[src/hw/ccu_pkg.sv]
`default_nettype none

package ccu_pkg;

  localparam int unsigned NUM_PORTS     = 3;
  localparam int unsigned ADDR_W        = 32;
  localparam int unsigned DATA_W        = 32; // One word per cache line
  localparam int unsigned LINE_OFFSET_W = 4;
  localparam int unsigned CM_IDX_W      = 6;
  localparam int unsigned MAX_WB        = 4;  // Conflict table depth
  localparam int unsigned PORT_ID_W     = 2;

  typedef enum logic [1:0] {
    OP_READ_SHARED,
    OP_READ_UNIQUE,  // Invalidates other copies
    OP_WRITE_BACK
  } ccu_op_e;

  typedef enum logic [2:0] {
    PS_IDLE,
    PS_SNOOP,
    PS_MEM_RD,
    PS_WB_SET,
    PS_MEM_WR,
    PS_DONE
  } port_state_e;

  typedef enum logic [2:0] {
    XS_IDLE,
    XS_CHECK,
    XS_ISSUE,
    XS_COLLECT,
    XS_REPLY
  } xbar_state_e;

  // First requester at or after ptr
  function automatic logic [PORT_ID_W-1:0] rr_pick(input logic [NUM_PORTS-1:0] req,
                                                   input logic [PORT_ID_W-1:0] ptr);
    int unsigned idx;
    rr_pick = ptr;
    for (int i = NUM_PORTS - 1; i >= 0; i--) begin
      idx = (int'(ptr) + i) % NUM_PORTS;
      if (req[idx]) rr_pick = idx[PORT_ID_W-1:0];
    end
  endfunction

  function automatic logic [PORT_ID_W-1:0] rr_next(input logic [PORT_ID_W-1:0] ptr);
    return (ptr == PORT_ID_W'(NUM_PORTS - 1)) ? '0 : ptr + 1'b1;
  endfunction

endpackage

`default_nettype wire

[src/hw/ccu_port_path.sv]
`timescale 1ns/100ps
`default_nettype none

module ccu_port_path (
  input  logic                            clk_i,
  input  logic                            rst_i,
  input  logic                            req_i,
  input  ccu_pkg::ccu_op_e                op_i,
  input  logic [ccu_pkg::ADDR_W-1:0]      addr_i,
  input  logic [ccu_pkg::DATA_W-1:0]      wdata_i,
  output logic                            done_o,
  output logic [ccu_pkg::DATA_W-1:0]      rdata_o,
  output logic                            sn_req_o,
  output logic [ccu_pkg::ADDR_W-1:0]      sn_addr_o,
  output logic                            sn_inval_o,
  input  logic                            sn_done_i,
  input  logic                            sn_hit_i,
  input  logic [ccu_pkg::DATA_W-1:0]      sn_data_i,
  output logic                            mem_req_o,
  output logic                            mem_we_o,
  output logic [ccu_pkg::ADDR_W-1:0]      mem_addr_o,
  output logic [ccu_pkg::DATA_W-1:0]      mem_wdata_o,
  input  logic                            mem_done_i,
  input  logic [ccu_pkg::DATA_W-1:0]      mem_rdata_i,
  output logic                            cm_set_o,
  output logic                            cm_clr_o,
  output logic [ccu_pkg::CM_IDX_W-1:0]    cm_idx_o
);

  ccu_pkg::port_state_e state_q;
  logic [ccu_pkg::DATA_W-1:0] rdata_q;

  always_ff @(posedge clk_i) begin
    if (rst_i) begin
      state_q <= ccu_pkg::PS_IDLE;
    end else begin
      case (state_q)
        ccu_pkg::PS_IDLE: begin
          if (req_i) begin
            state_q <= (op_i == ccu_pkg::OP_WRITE_BACK) ? ccu_pkg::PS_WB_SET
                                                        : ccu_pkg::PS_SNOOP;
          end
        end
        ccu_pkg::PS_SNOOP: begin
          if (sn_done_i) begin
            state_q <= sn_hit_i ? ccu_pkg::PS_DONE : ccu_pkg::PS_MEM_RD; // Miss goes to memory
          end
        end
        ccu_pkg::PS_MEM_RD: begin
          if (mem_done_i) state_q <= ccu_pkg::PS_DONE;
        end
        ccu_pkg::PS_WB_SET: state_q <= ccu_pkg::PS_MEM_WR;
        ccu_pkg::PS_MEM_WR: begin
          if (mem_done_i) state_q <= ccu_pkg::PS_DONE;
        end
        default: state_q <= ccu_pkg::PS_IDLE;
      endcase
    end
  end

  // Reply data from a snoop hit or from memory
  always_ff @(posedge clk_i) begin
    if (state_q == ccu_pkg::PS_SNOOP && sn_done_i && sn_hit_i) begin
      rdata_q <= sn_data_i;
    end else if (state_q == ccu_pkg::PS_MEM_RD && mem_done_i) begin
      rdata_q <= mem_rdata_i;
    end
  end

  assign done_o  = (state_q == ccu_pkg::PS_DONE);
  assign rdata_o = rdata_q;

  assign sn_req_o   = (state_q == ccu_pkg::PS_SNOOP);
  assign sn_addr_o  = addr_i;
  assign sn_inval_o = (op_i == ccu_pkg::OP_READ_UNIQUE);

  assign mem_req_o   = (state_q == ccu_pkg::PS_MEM_RD) || (state_q == ccu_pkg::PS_MEM_WR);
  assign mem_we_o    = (state_q == ccu_pkg::PS_MEM_WR);
  assign mem_addr_o  = addr_i;
  assign mem_wdata_o = wdata_i;

  // Write-back index lives in the table until memory is done
  assign cm_set_o = (state_q == ccu_pkg::PS_WB_SET);
  assign cm_clr_o = (state_q == ccu_pkg::PS_MEM_WR) && mem_done_i;
  assign cm_idx_o = addr_i[ccu_pkg::LINE_OFFSET_W +: ccu_pkg::CM_IDX_W];

endmodule

`default_nettype wire

[src/hw/ccu_snoop_xbar.sv]
`timescale 1ns/100ps
`default_nettype none

module ccu_snoop_xbar (
  input  logic                                               clk_i,
  input  logic                                               rst_i,
  input  logic [ccu_pkg::NUM_PORTS-1:0]                      inp_req_i,
  input  logic [ccu_pkg::NUM_PORTS-1:0][ccu_pkg::ADDR_W-1:0] inp_addr_i,
  input  logic [ccu_pkg::NUM_PORTS-1:0]                      inp_inval_i,
  output logic [ccu_pkg::NUM_PORTS-1:0]                      inp_done_o,
  output logic                                               inp_hit_o,
  output logic [ccu_pkg::DATA_W-1:0]                         inp_data_o,
  output logic [ccu_pkg::NUM_PORTS-1:0]                      oup_valid_o,
  output logic [ccu_pkg::ADDR_W-1:0]                         oup_addr_o,
  output logic                                               oup_inval_o,
  input  logic [ccu_pkg::NUM_PORTS-1:0]                      oup_resp_valid_i,
  input  logic [ccu_pkg::NUM_PORTS-1:0]                      oup_hit_i,
  input  logic [ccu_pkg::NUM_PORTS-1:0][ccu_pkg::DATA_W-1:0] oup_data_i,
  output logic                                               cm_req_o,
  output logic [ccu_pkg::CM_IDX_W-1:0]                       cm_idx_o,
  input  logic                                               cm_stall_i
);

  ccu_pkg::xbar_state_e state_q;
  logic [ccu_pkg::PORT_ID_W-1:0] sel_q;
  logic [ccu_pkg::PORT_ID_W-1:0] rr_q;
  logic [ccu_pkg::PORT_ID_W-1:0] hit_id_q;
  logic [ccu_pkg::NUM_PORTS-1:0] pend_q;
  logic [ccu_pkg::NUM_PORTS-1:0] others;
  logic                          hit_q;
  logic [ccu_pkg::DATA_W-1:0]    data_q;

  // Every port except the initiator
  always_comb begin
    others = '1;
    others[sel_q] = 1'b0;
  end

  always_ff @(posedge clk_i) begin
    if (rst_i) begin
      state_q  <= ccu_pkg::XS_IDLE;
      sel_q    <= '0;
      rr_q     <= '0;
      hit_id_q <= '0;
      pend_q   <= '0;
      hit_q    <= 1'b0;
    end else begin
      case (state_q)
        ccu_pkg::XS_IDLE: begin
          if (|inp_req_i) begin
            sel_q   <= ccu_pkg::rr_pick(inp_req_i, rr_q);
            state_q <= ccu_pkg::XS_CHECK;
          end
        end
        ccu_pkg::XS_CHECK: begin
          if (!cm_stall_i) state_q <= ccu_pkg::XS_ISSUE; // Wait out pending write-back
        end
        ccu_pkg::XS_ISSUE: begin
          pend_q  <= others;
          hit_q   <= 1'b0;
          state_q <= ccu_pkg::XS_COLLECT;
        end
        ccu_pkg::XS_COLLECT: begin
          // Descending so the lowest hitting port wins within a cycle
          for (int p = ccu_pkg::NUM_PORTS - 1; p >= 0; p--) begin
            if (pend_q[p] && oup_resp_valid_i[p] && oup_hit_i[p] &&
                (!hit_q || p < hit_id_q)) begin
              hit_q    <= 1'b1;
              hit_id_q <= p[ccu_pkg::PORT_ID_W-1:0];
              data_q   <= oup_data_i[p];
            end
          end
          pend_q <= pend_q & ~oup_resp_valid_i;
          if ((pend_q & ~oup_resp_valid_i) == '0) state_q <= ccu_pkg::XS_REPLY;
        end
        ccu_pkg::XS_REPLY: begin
          rr_q    <= ccu_pkg::rr_next(sel_q);
          state_q <= ccu_pkg::XS_IDLE;
        end
        default: state_q <= ccu_pkg::XS_IDLE;
      endcase
    end
  end

  always_comb begin
    inp_done_o = '0;
    if (state_q == ccu_pkg::XS_REPLY) inp_done_o[sel_q] = 1'b1;
  end

  assign inp_hit_o  = hit_q;
  assign inp_data_o = data_q;

  assign oup_valid_o = (state_q == ccu_pkg::XS_ISSUE) ? others : '0;
  assign oup_addr_o  = inp_addr_i[sel_q];
  assign oup_inval_o = inp_inval_i[sel_q];

  assign cm_req_o = (state_q == ccu_pkg::XS_CHECK);
  assign cm_idx_o = oup_addr_o[ccu_pkg::LINE_OFFSET_W +: ccu_pkg::CM_IDX_W];

endmodule

`default_nettype wire

[src/hw/ccu_mem_arbiter.sv]
`timescale 1ns/100ps
`default_nettype none

module ccu_mem_arbiter (
  input  logic                                               clk_i,
  input  logic                                               rst_i,
  input  logic [ccu_pkg::NUM_PORTS-1:0]                      req_i,
  input  logic [ccu_pkg::NUM_PORTS-1:0]                      we_i,
  input  logic [ccu_pkg::NUM_PORTS-1:0][ccu_pkg::ADDR_W-1:0] addr_i,
  input  logic [ccu_pkg::NUM_PORTS-1:0][ccu_pkg::DATA_W-1:0] wdata_i,
  output logic [ccu_pkg::NUM_PORTS-1:0]                      done_o,
  output logic [ccu_pkg::DATA_W-1:0]                         rdata_o,
  output logic                                               mem_req_o,
  output logic                                               mem_we_o,
  output logic [ccu_pkg::ADDR_W-1:0]                         mem_addr_o,
  output logic [ccu_pkg::DATA_W-1:0]                         mem_wdata_o,
  input  logic                                               mem_done_i,
  input  logic [ccu_pkg::DATA_W-1:0]                         mem_rdata_i
);

  logic                          busy_q;
  logic [ccu_pkg::PORT_ID_W-1:0] owner_q;
  logic [ccu_pkg::PORT_ID_W-1:0] rr_q;

  always_ff @(posedge clk_i) begin
    if (rst_i) begin
      busy_q  <= 1'b0;
      owner_q <= '0;
      rr_q    <= '0;
    end else if (!busy_q) begin
      if (|req_i) begin
        busy_q  <= 1'b1;
        owner_q <= ccu_pkg::rr_pick(req_i, rr_q);
      end
    end else if (mem_done_i) begin
      busy_q <= 1'b0;
      rr_q   <= ccu_pkg::rr_next(owner_q); // Owner goes to the back
    end
  end

  assign mem_req_o   = busy_q;
  assign mem_we_o    = we_i[owner_q];
  assign mem_addr_o  = addr_i[owner_q];
  assign mem_wdata_o = wdata_i[owner_q];

  always_comb begin
    done_o = '0;
    if (busy_q && mem_done_i) done_o[owner_q] = 1'b1;
  end

  assign rdata_o = mem_rdata_i;

endmodule

`default_nettype wire

[src/hw/ccu_conflict_manager.sv]
`timescale 1ns/100ps
`default_nettype none

module ccu_conflict_manager (
  input  logic                                                 clk_i,
  input  logic                                                 rst_i,
  input  logic [ccu_pkg::NUM_PORTS-1:0]                        set_i,
  input  logic [ccu_pkg::NUM_PORTS-1:0]                        clr_i,
  input  logic [ccu_pkg::NUM_PORTS-1:0][ccu_pkg::CM_IDX_W-1:0] idx_i,
  input  logic                                                 snoop_req_i,
  input  logic [ccu_pkg::CM_IDX_W-1:0]                         snoop_idx_i,
  output logic                                                 snoop_stall_o
);

  logic [ccu_pkg::MAX_WB-1:0]                        valid_q;
  logic [ccu_pkg::MAX_WB-1:0]                        valid_d;
  logic [ccu_pkg::MAX_WB-1:0][ccu_pkg::CM_IDX_W-1:0] idx_q;
  logic [ccu_pkg::MAX_WB-1:0][ccu_pkg::CM_IDX_W-1:0] idx_d;

  always_comb begin : table_next
    logic taken;
    valid_d = valid_q;
    idx_d   = idx_q;
    for (int p = 0; p < ccu_pkg::NUM_PORTS; p++) begin
      taken = 1'b0;
      for (int e = 0; e < ccu_pkg::MAX_WB; e++) begin
        if (!taken && clr_i[p] && valid_d[e] && idx_d[e] == idx_i[p]) begin
          valid_d[e] = 1'b0; // Free one matching entry only
          taken = 1'b1;
        end else if (!taken && set_i[p] && !valid_d[e]) begin
          valid_d[e] = 1'b1;
          idx_d[e]   = idx_i[p];
          taken = 1'b1;
        end
      end
    end
  end

  always_ff @(posedge clk_i) begin
    if (rst_i) begin
      valid_q <= '0;
    end else begin
      valid_q <= valid_d;
    end
  end

  always_ff @(posedge clk_i) begin
    idx_q <= idx_d;
  end

  // Hold the snoop while its line still has a write-back in flight
  always_comb begin
    snoop_stall_o = 1'b0;
    for (int e = 0; e < ccu_pkg::MAX_WB; e++) begin
      if (snoop_req_i && valid_q[e] && idx_q[e] == snoop_idx_i) snoop_stall_o = 1'b1;
    end
  end

endmodule

`default_nettype wire

[src/hw/ccu_top.sv]
`timescale 1ns/100ps
`default_nettype none

module ccu_top (
  input  logic                                               clk_i,
  input  logic                                               rst_i,
  input  logic [ccu_pkg::NUM_PORTS-1:0]                      port_req_i,
  input  ccu_pkg::ccu_op_e [ccu_pkg::NUM_PORTS-1:0]          port_op_i,
  input  logic [ccu_pkg::NUM_PORTS-1:0][ccu_pkg::ADDR_W-1:0] port_addr_i,
  input  logic [ccu_pkg::NUM_PORTS-1:0][ccu_pkg::DATA_W-1:0] port_wdata_i,
  output logic [ccu_pkg::NUM_PORTS-1:0]                      port_done_o,
  output logic [ccu_pkg::NUM_PORTS-1:0][ccu_pkg::DATA_W-1:0] port_rdata_o,
  output logic [ccu_pkg::NUM_PORTS-1:0]                      snoop_valid_o,
  output logic [ccu_pkg::ADDR_W-1:0]                         snoop_addr_o,
  output logic                                               snoop_inval_o,
  input  logic [ccu_pkg::NUM_PORTS-1:0]                      snoop_resp_valid_i,
  input  logic [ccu_pkg::NUM_PORTS-1:0]                      snoop_hit_i,
  input  logic [ccu_pkg::NUM_PORTS-1:0][ccu_pkg::DATA_W-1:0] snoop_data_i,
  output logic                                               mem_req_o,
  output logic                                               mem_we_o,
  output logic [ccu_pkg::ADDR_W-1:0]                         mem_addr_o,
  output logic [ccu_pkg::DATA_W-1:0]                         mem_wdata_o,
  input  logic                                               mem_done_i,
  input  logic [ccu_pkg::DATA_W-1:0]                         mem_rdata_i
);

  // Port paths to snoop crossbar
  logic [ccu_pkg::NUM_PORTS-1:0]                      sn_req;
  logic [ccu_pkg::NUM_PORTS-1:0][ccu_pkg::ADDR_W-1:0] sn_addr;
  logic [ccu_pkg::NUM_PORTS-1:0]                      sn_inval;
  logic [ccu_pkg::NUM_PORTS-1:0]                      sn_done;
  logic                                               sn_hit;
  logic [ccu_pkg::DATA_W-1:0]                         sn_data;

  // Port paths to memory arbiter
  logic [ccu_pkg::NUM_PORTS-1:0]                      pm_req;
  logic [ccu_pkg::NUM_PORTS-1:0]                      pm_we;
  logic [ccu_pkg::NUM_PORTS-1:0][ccu_pkg::ADDR_W-1:0] pm_addr;
  logic [ccu_pkg::NUM_PORTS-1:0][ccu_pkg::DATA_W-1:0] pm_wdata;
  logic [ccu_pkg::NUM_PORTS-1:0]                      pm_done;
  logic [ccu_pkg::DATA_W-1:0]                         pm_rdata;

  // Conflict management
  logic [ccu_pkg::NUM_PORTS-1:0]                        cm_set;
  logic [ccu_pkg::NUM_PORTS-1:0]                        cm_clr;
  logic [ccu_pkg::NUM_PORTS-1:0][ccu_pkg::CM_IDX_W-1:0] cm_idx;
  logic                                                 cm_snoop_req;
  logic [ccu_pkg::CM_IDX_W-1:0]                         cm_snoop_idx;
  logic                                                 cm_stall;

  for (genvar p = 0; p < ccu_pkg::NUM_PORTS; p++) begin : g_port
    ccu_port_path i_port_path (
      .clk_i       (clk_i),
      .rst_i       (rst_i),
      .req_i       (port_req_i[p]),
      .op_i        (port_op_i[p]),
      .addr_i      (port_addr_i[p]),
      .wdata_i     (port_wdata_i[p]),
      .done_o      (port_done_o[p]),
      .rdata_o     (port_rdata_o[p]),
      .sn_req_o    (sn_req[p]),
      .sn_addr_o   (sn_addr[p]),
      .sn_inval_o  (sn_inval[p]),
      .sn_done_i   (sn_done[p]),
      .sn_hit_i    (sn_hit),
      .sn_data_i   (sn_data),
      .mem_req_o   (pm_req[p]),
      .mem_we_o    (pm_we[p]),
      .mem_addr_o  (pm_addr[p]),
      .mem_wdata_o (pm_wdata[p]),
      .mem_done_i  (pm_done[p]),
      .mem_rdata_i (pm_rdata),
      .cm_set_o    (cm_set[p]),
      .cm_clr_o    (cm_clr[p]),
      .cm_idx_o    (cm_idx[p])
    );
  end

  ccu_snoop_xbar i_snoop_xbar (
    .clk_i            (clk_i),
    .rst_i            (rst_i),
    .inp_req_i        (sn_req),
    .inp_addr_i       (sn_addr),
    .inp_inval_i      (sn_inval),
    .inp_done_o       (sn_done),
    .inp_hit_o        (sn_hit),
    .inp_data_o       (sn_data),
    .oup_valid_o      (snoop_valid_o),
    .oup_addr_o       (snoop_addr_o),
    .oup_inval_o      (snoop_inval_o),
    .oup_resp_valid_i (snoop_resp_valid_i),
    .oup_hit_i        (snoop_hit_i),
    .oup_data_i       (snoop_data_i),
    .cm_req_o         (cm_snoop_req),
    .cm_idx_o         (cm_snoop_idx),
    .cm_stall_i       (cm_stall)
  );

  ccu_mem_arbiter i_mem_arbiter (
    .clk_i       (clk_i),
    .rst_i       (rst_i),
    .req_i       (pm_req),
    .we_i        (pm_we),
    .addr_i      (pm_addr),
    .wdata_i     (pm_wdata),
    .done_o      (pm_done),
    .rdata_o     (pm_rdata),
    .mem_req_o   (mem_req_o),
    .mem_we_o    (mem_we_o),
    .mem_addr_o  (mem_addr_o),
    .mem_wdata_o (mem_wdata_o),
    .mem_done_i  (mem_done_i),
    .mem_rdata_i (mem_rdata_i)
  );

  ccu_conflict_manager i_conflict_manager (
    .clk_i         (clk_i),
    .rst_i         (rst_i),
    .set_i         (cm_set),
    .clr_i         (cm_clr),
    .idx_i         (cm_idx),
    .snoop_req_i   (cm_snoop_req),
    .snoop_idx_i   (cm_snoop_idx),
    .snoop_stall_o (cm_stall)
  );

endmodule

`default_nettype wire

[config.mk]
export PLATFORM = sky130hd
export DESIGN_NAME = ccu_top
export DESIGN_NICKNAME = d
export VERILOG_FILES = /design/src/hw/ccu_pkg.sv /design/src/hw/ccu_port_path.sv /design/src/hw/ccu_snoop_xbar.sv /design/src/hw/ccu_mem_arbiter.sv /design/src/hw/ccu_conflict_manager.sv /design/src/hw/ccu_top.sv
export SDC_FILE = /design/constraint.sdc
export NUM_CORES = 1
export LEC_CHECK = 0
export ABC_AREA = 1
export BUFFER_PORTS_ARGS = -buffer_cell sky130_fd_sc_hd__buf_2
export CELL_PAD_IN_SITES_DETAIL_PLACEMENT = 0
export CELL_PAD_IN_SITES_GLOBAL_PLACEMENT = 1
export CORE_AREA = 2 2 210 212
export DETAILED_ROUTE_END_ITERATION = 12
export DIE_AREA = 0 0 212 214
export PLACE_DENSITY = 0.8
export SYNTH_ARGS = -nofsm -noshare
export SYNTH_HDL_FRONTEND = slang
export SYNTH_SLANG_ARGS = --single-unit
[constraint.sdc]
create_clock -name clk_i -period 7 [get_ports clk_i]
set_clock_uncertainty 0.15 [all_clocks]
set_input_delay 0.35 -clock clk_i [delete_from_list [all_inputs] [get_ports clk_i]]
set_output_delay 0.35 -clock clk_i [all_outputs]
set_load 0.02 [all_outputs]
### Yosys cells after proc, flatten, opt, wreduce, memory -nomap -nowiden

Cells that the tools add are included.

* reductions and logical operators: 143
* $lt $le $gt $ge: 13
* $add $sub $neg: 6
* bitwise operators: 5
* mux-type cells: 143
* equal/unequal tests: 56
* div/mod/pow operators: 6

Operator list (number)
* $mux W32: 12
* $bmux W32 S2: 3
* $lt A32 B3 Y1 const B: 6
* $mux W6: 24
* $mod A32 B2 Y32 const B: 4
* $eq A6 B6 Y1: 16
* $logic_and A1 B1 Y1: 86
* $mod A2 B2 Y32 const B: 2
* $mux W1: 58
* $mux W3: 16
* $pmux W3 S4: 4
* $mux W2: 14
* $eq A3 B2 Y1 const B: 8
* $logic_not A1 Y1: 22
* $eq A3 B3 Y1 const B: 7
* $bmux W1 S2: 8
* $ne A2 B1 Y1 const B: 8
* $logic_not A3 Y1: 5
* $reduce_and A3 Y1: 5
* $reduce_or A2 Y1: 7
* $eq A3 B1 Y1 const B: 4
* $eq A2 B2 Y1 const B: 5
* $reduce_and A2 Y1: 5
* $ne A2 B2 Y1 const B: 4
* 19 further kinds: 39

* bits in registers: 183
* output and inout bits: 201
* bits of input ports: 338

### Longest topological paths before layout

Gate-level depths: netlist (run 1).

* word-level depth: 32
* depth in mapped cells: 31
* mapped depth without buffers: 30

### Modules after synthesis

Synthesis (run 1) repeated with hierarchy kept, for this count alone.

* cell total of the unflattened synthesis: 2392
* area, all modules: 16903.7 um2

Modules (own cells, without submodules)
* ccu_port_path: area each 2553.7 um2, cells each 289, times used 3
* ccu_conflict_manager: area each 3988.8 um2, cells each 732, times used 1
* ccu_snoop_xbar: area each 3169.3 um2, cells each 468, times used 1
* ccu_mem_arbiter: area each 2084.5 um2, cells each 325, times used 1

### Worst setup path before layout (run 1)

OpenSTA, ideal clock, no wires.

* kind: reg2reg
* from: reg i_mem_arbiter.owner_q[1] (netlist name)
* to: reg g_port[2].i_port_path.rdata_q (netlist bit g_port[2].i_port_path.rdata_o[0]), enable pin
* cell stages (with the launch flop): 7
* setup time: 466 ps
* clock period less this slack: 3886 ps
* slack: 3114 ps
* data arrival time: 3270 ps
* data required time: 6384 ps
* path through: dfxtp_1 -> inv_1 -> nor2_1 -> clkinv_1 -> nor2_1 -> inv_1 -> o21ai_0

* longest elaborated chain between the ends: 7
* elaborated cells on any way between the ends: 8
* classes of those cells: 2 x order compare; 3 x mux; 3 x reduce/logical

RTL lines
* start: declaration: line ccu_mem_arbiter.sv:22 `logic [ccu_pkg::PORT_ID_W-1:0] owner_q;`
* start signal: assignment: line ccu_mem_arbiter.sv:33 `owner_q <= ccu_pkg::rr_pick(req_i, rr_q);`
* $lt A2 B3 Y1 (implied by the code) or $ge A2 B1 Y1 (tied branches): line ccu_mem_arbiter.sv:48 `if (busy_q && mem_done_i) done_o[owner_q] = 1'b1;`
* $logic_and A1 B1 Y1 (implied by the code): line ccu_mem_arbiter.sv:48
* $mux W1 (implied by the code): line ccu_mem_arbiter.sv:48
* $demux W1 S2 (*)
* $mux W3 (*): line ccu_mem_arbiter.sv:48
* $logic_and A1 B1 Y1 (*): line ccu_port_path.sv:65 `end else if (state_q == ccu_pkg::PS_MEM_RD && mem_done_i) begin`
* $reduce_bool A2 Y1 (no source line) (*)
* end signal: assignment: line ccu_port_path.sv:64 `rdata_q <= sn_data_i;`
* end signal: assignment: line ccu_port_path.sv:66 `rdata_q <= mem_rdata_i;`
* end: declaration: line ccu_port_path.sv:31 `logic [ccu_pkg::DATA_W-1:0] rdata_q;`

Every way passes the cells marked *; elsewhere a longest branch is shown, timed or not.
A chain may end at the register's enable or synchronous reset.

==> metrics.txt, run 1 <==
setup violators final 0; num rows 76; DRC 0; initial antenna violation count 19; crit-path max FO 60; DR iter-0 viols 1261; Worst EP required just over 7 ns; multi-input gate area in the final layout roughly 6700 um^2; Reg area 4945 um^2; crit path from i_mem_arbiter.owner_q[0]$_SDFFE_PP0P_; Reg2Reg Capture Point i_conflict_manager.idx_q[23]$_DFF_P_; Ys Warns 0; total number of vias 15273; r2r startpoint i_mem_arbiter.owner_q[0]$_SDFFE_PP0P_; grt ovf 0; hold path cells 3; fmax approximately 210 MHz; slowest stage delay, CP 0.57 ns; Routed wire per std cell 20.96 um; Cells after Synth around 1900; Skew-Pair Late Insertion Delay about 0.46 ns; final hold slack ~0.026 ns; worst hold endpoint i_snoop_xbar.inp_data_o[14]$_DFFE_PP_; largest net degree at the start of global routing between 60 and 70; Buf+Inv Stages, Crit Path 2; Die Y 214 um; Pleak slightly above 0.008 uW; share of the synthesized area in the top cell type 0.2996; hold buffers post-CTS 0; most frequent CP cell nand2_1; synthesized flop and latch total roughly 180; post-route ant nets 0; IO Port Bufs 538; min-delay src snoop_data_i[78]; Avg Cell Area, Syn roughly 6.9 um^2; Total Wirelength 61940 um; EDFF count, synth 128; area leader, netlist edfxtp_1; TritonCTS clock tree done; Worst Tran Pin Value 1.120 ns; Worst EP arrival about 5 ns; Via density about 5.2; first-pass GRT wire length between 90000 and 100000 um; core area ~43000 um^2; Reg clk slew, reported paths about 0.09 ns; Final Critical Period 4.799 ns; Overall Power 5603 uW; Synth Flop Type edfxtp_1; CTS max path bufs 2; Setup TNS Final 0 ns; CP Cell Sequence nor2_4, buf_4, nand2_2, nor2_4, inv_2, nor2_2, nand2_2, nand4_1, nand2_1, nor2_1, nand4_1, o21ai_0, xor2_1, nand2_1, nor2_1, nand2_1, nand2_1, nand3_2, nand2_1, o21ai_2; count leader, synth nand2_1; RSZ-0062 raised after global routing false; startpoint types flop; Area contributors post-synth edfxtp_1 (30%), nand2_1 (19%), dfxtp_1 (8.6%); total clock buffers created by CTS 17; R2R Setup Slk between 2 and 2.5 ns; Setup crit end kind flop; Final Cycle Share 0.6856; # H-tree levels 4; Final Hold Viols 0; critical path class flop to flop; clk root buf clkbuf_16; post-synthesis cell type count 51; Post-Syn Nets 2208; FF-to-FF path depth 20; fin nets roughly 2700; max-slew violation count 0; worst min path class input pin to flop; die width roughly 210 um; sequential area share after synthesis 0.3855; post-CTS sizing 0; DRT Pass-1 Iters 5; Post-synth top cells nand2_1 (651), inv_1 (210), o21ai_0 (168); async set-or-reset flop fraction in the synthesized netlist 0; I/O pin count 539; Initial Util 0.2991; Final HPWL DP 49250 um; critical path's top delay family simple AND/OR/NAND/NOR gates; status completed; Critical Path Slowest Stage Cell buf_4; # fillers approximately 4600; Post-Syn Area 12830 um^2; Power Density 335.5 nW/um^2; Clock Sinks approximately 180; Max rail drop VDD approximately 0.17 mV; routability cong. approximately 1.0; share of layout cells above drive strength 1 0.2767; Area growth, synth to finish 30.19%; MaxCap Viol Count 0; DIE AREA 45370 um^2; vias in the first global route ~14000; Slew headroom 0.2522; post-CTS setup buffer count 0; critical path depth in cells 20; Overall Global Routing Usage 0.2666
-- layout make-up --
type | count | area share
Antenna cell | 15 | 0.002248
Clock buffer | 17 | 0.02547
Clock inverter | 15 | 0.01274
Inverter | 226 | 0.05080
Multi-Input combinational cell | 1364 | 0.4017
Sequential cell | 183 | 0.2961
Tap cell | 585 | 0.04383
Timing Repair Buffer | 551 | 0.1671
-- worst min-delay path, stage by stage --
cell     delay [ns]
buf_2          0.07
nand2_1        0.04
nand3_1        0.06
-- registers in the layout, indices dropped and copies added, names as in the netlist, 2 cells and up --
signal                      flops
i_snoop_xbar.state_q            3
i_mem_arbiter.rr_q              2
i_snoop_xbar.rr_q               2
i_conflict_manager.idx_q       24
g_port.i_port_path.rdata_o     96
i_snoop_xbar.pend_q             3
i_snoop_xbar.hit_id_q           2
i_conflict_manager.valid_q      4
g_port.i_port_path.state_q      9
i_mem_arbiter.owner_q           2
i_snoop_xbar.sel_q              2
i_snoop_xbar.inp_data_o        32
-- worst max path at each step --
stage	end	slack, ns
6_report	i_conflict_manager.idx_q[23]$_DFF_P_	2.20
4_1_cts	i_conflict_manager.idx_q[23]$_DFF_P_	2.23
5_1_grt	i_conflict_manager.idx_q[23]$_DFF_P_	1.70
3_3_place_gp	i_conflict_manager.idx_q[23]$_DFF_P_	2.34
3_5_place_dp	i_conflict_manager.idx_q[23]$_DFF_P_	2.23
2_1_floorplan	g_port[2].i_port_path.rdata_o[0]$_DFFE_PP_	3.11
-- per-layer routing --
metal | up-vias | global-route usage | share of wire
li1 | 7221 | - | -
met1 | 7062 | 0.3080 | 0.37
met2 | 848 | 0.4617 | 0.49
met3 | 140 | 0.05380 | 0.085
met4 | 2 | 0.1404 | 0.053
met5 | - | 0 | 0.00021
-- logic make-up (layout without fill, tap and decap cells) --
logic type | after synthesis | in the layout | synth area share
simple gates | 970 | 970 | 0.3204
compound gates | 376 | 376 | 0.1817
xor+xnor | 12 | 12 | 0.008193
flops | 183 | 183 | 0.3855
buf+inv | 317 | 809 | 0.09832
other cells | 0 | 15 | 0
fa+ha+maj | 6 | 6 | 0.005852
-- layout by cell type, fill, tap and decap left out, types with 7 or more instances in the layout --
master / instances
nand2_1: 649
buf_2: 538
inv_1: 210
o21ai_0: 165
edfxtp_1: 128
nand3_1: 124
nor2_1: 97
dfxtp_1: 55
a22oi_1: 50
a21oi_1: 42
o221ai_1: 27
nand4_1: 26
o211ai_1: 26
nor3_1: 19
clkbuf_16: 17
diode_2: 15
nand2_2: 14
buf_4: 13
o22ai_1: 12
nor2_2: 11
inv_2: 9
nor2_4: 9
o21ai_1: 9
o21ai_2: 8
xor2_1: 8
clkinv_1: 7
-- power breakdown --
group | switching, uW | internal [uW]
Clock | 538 | 504
Combinational | 2140 | 956
Sequential | 171 | 1290
Total | 2850 | 2750
-- per-stage QoR --
stage	util	instance area, um^2	instances	worst slack [ns]
2_1_floorplan	-	12830	1864	3.114
3_3_place_gp	0.3736	16020	2909	2.341
3_5_place_dp	0.3736	16020	2909	2.225
4_1_cts	0.3885	16660	2941	2.232
5_1_grt	0.3891	16690	2951	1.702
6_report	0.3894	16700	2956	2.201
(Power assumes the default switching activity.)
==> run 2: changes to the inputs <==
- ABC_AREA: 1 -> 0
- CORE_AREA: 2 2 210 212 -> 2 2 209 211
- DIE_AREA: 0 0 212 214 -> 0 0 211 213
- PLACE_DENSITY: 0.8 -> 0.79
- clock period: 7 -> 4.1 ns (I/O delays scaled with it)
==> metrics.txt, run 2 <==
status completed; most common cell after layout, fill and taps aside buf_2; critical path class flop to flop; DRT Pass-1 Iters 6; largest net degree at the start of global routing 70; die width roughly 210 um; Die Y ~210 um; Final HPWL DP ~43000 um; grt ovf 0; Cells after Synth approximately 1300; core area roughly 43000 um^2; Comb pwr share 0.471; I/O pin count about 540; crit-path max FO 13; multiplexer share of the synthesized area 0.1985; largest family of logic cells by synthesized area multiplexers; Post-Syn Area around 13000 um^2; first-pass GRT wire length 80230 um; startpoint types flop; complex-gate fraction of the synthesized area 0.1661; fin nets between 2000 and 2500; Ys Warns 0; Reg power frac 0.310; worst min path class input pin to flop; Reg clk slew, reported paths about 0.09 ns; routability cong. 1.017; pre-CTS WS ~0.44 ns; switch share 0.4340; Setup TNS Final 0 ns; Worst Tran Pin Value ~1.2 ns; Worst EP arrival 3.94 ns; DIE AREA around 45000 um^2; Max rail drop VDD between 0.3 and 0.4 mV; MaxCap Viol Count 0; Overall Global Routing Usage 0.2386; RSZ-0062 raised after global routing false; setup violators final 0; Worst EP required 4.31 ns; EDFF count, synth between 100 and 150; synthesized flop and latch total 183; Final Cycle Share 0.9120; Avg Cell Area, Syn ~9.5 um^2; Simple-Gate Fraction of Synth Area 0.1315; post-synthesis adder-cell area fraction 0.005897; post-route ant nets 0; initial antenna violation count 8; IO Port Bufs roughly 540; # H-tree levels 4; post-synthesis cell type count 84; DR iter-0 viols 1203; num rows 76; Clock Sinks approximately 180; most frequent cells in the layout buf_2 (538), mux2i_1 (128), edfxtp_1 (128); area leader, netlist edfxtp_1; total clock buffers created by CTS 17; CTS max path bufs 2; total number of vias 13263; DRC 0; Area contributors post-synth edfxtp_1 (30%), mux2i_1 (10%), mux2_2 (9.2%); TritonCTS clock tree done; Initial Util 0.2981; # fillers approximately 4100; Routed wire per std cell approximately 23 um; Power Density 441.7 nW/um^2; Post-synth top cells edfxtp_1 (128), mux2i_1 (128), nand2_1 (124); share of the synthesized area in the top cell type 0.3019; Clk pwr share 0.219; Setup crit end kind flop; R2R Setup Slk 0.36 ns; Via density 5.344; sequential area share after synthesis 0.3884; post-route cell area about 18000 um^2; final hold slack about 0.052 ns; fmax around 270 MHz; Slew headroom 0.2124; share of layout cells above drive strength 1 0.3837; placed cell areas about 16000 um^2; Post-Syn Nets 1677; NetSw between 3000 and 4000 uW; vias in the first global route about 13000; Largest register FFs 96; Skew-Pair Late Insertion Delay 0.46 ns; Int Pwr between 4000 and 5000 uW; clk root buf clkbuf_16; Final Critical Period about 3.7 ns; Total Wirelength between 50000 and 60000 um; Final Hold Viols 0; Pleak ~0.0073 uW; XOR/XNOR share of the synthesized area 0.05642; Area growth, synth to finish 38.35%; async set-or-reset flop fraction in the synthesized netlist 0; Final WS setup 0.3610 ns; Synth Flop Type edfxtp_1; max-slew violation count 0
==> run 2: layout make-up <==
| type | count | area [um^2] | share of cell area |
|---|---|---|---|
| clock buffer | 17 | 425.4 | 0.02415 |
| timing repair buffer | 668 | 3921 | 0.2226 |
| inverter | 68 | 255.2 | 0.01449 |
| clock inverter | 15 | 172.7 | 0.009804 |
| antenna | 2 | 5.005 | 0.0002842 |
| tap | 546 | 683.2 | 0.03879 |
| multi-input combinational | 983 | 7198 | 0.4087 |
| sequential | 183 | 4951 | 0.2811 |
==> run 2: worst paths after layout <==
check                                                     start                                       end  depth (start not counted)
setup / recovery  g_port[0].i_port_path.state_q[2]$_SDFFE_PP0P_  i_conflict_manager.valid_q[2]$_SDFF_PP0_                         10
setup reg to reg  g_port[0].i_port_path.state_q[2]$_SDFFE_PP0P_  i_conflict_manager.valid_q[2]$_SDFF_PP0_                         10
hold / removal                                  port_addr_i[71]      i_conflict_manager.idx_q[21]$_DFF_P_                          2
hold reg to reg              i_mem_arbiter.rr_q[1]$_SDFFE_PP0N_        i_mem_arbiter.rr_q[1]$_SDFFE_PP0N_                          2
==> run 2: power groups by stage <==
stage | registers [uW] | logic [uW] | clock network [uW]
6_report | 2410 | 3660 | 1700
3_5_place_dp | 2450 | 3530 | 0
5_1_grt | 2440 | 3970 | 1790
4_1_cts | 2400 | 3660 | 1740
3_3_place_gp | 2440 | 3510 | 0
2_1_floorplan | 2310 | 2390 | 0
==> run 2: repair_timing <==
action                    4_1_cts  5_1_grt
gates resized for setup         0        0
hold buffers                  101        0
hold endpoints to repair      133        0
setup buffers                   0        0
==> run 2: cells by family (layout without fill, tap and decap cells) <==
logic type | Yosys count | count (layout)
muxes | 237 | 237
adders and majority gates | 6 | 6
and+or+nand+nor | 342 | 342
buffers and inverters | 167 | 768
xor gates and xnor gates | 82 | 82
AOI/OAI and AO/OA | 316 | 316
other | 0 | 2
DFF | 183 | 183
==> run 2: per-layer routing <==
metal	routed length (um)	up-vias	track usage	share of wire
li1	-	6115	-	-
met1	21540	6309	0.2737	0.39
met2	27940	714	0.4247	0.50
met3	4276	117	0.05148	0.077
met4	2074	8	0.1085	0.037
met5	54	-	0	0.00097
==> run 2: stage by stage <==
step | power [uW] | util | std cells
global placement | 5945 | 0.3747 | 2347
global route | 8195 | 0.4125 | 2482
floorplan | 4694 | - | 1333
finish | 7780 | 0.4125 | 2482
detailed placement | 5974 | 0.3747 | 2347
CTS | 7799 | 0.4124 | 2480
==> run 2: critical path: stages, from the launching register on <==
cell	delay, ns
dfxtp_1	0.52
nor3b_2	0.46
nand2_4	0.15
or3_4	0.43
o31ai_4	0.21
nand2_1	0.31
or3_1	0.48
and3_1	0.18
nor4_1	0.32
nand4_1	0.17
o31a_1	0.25
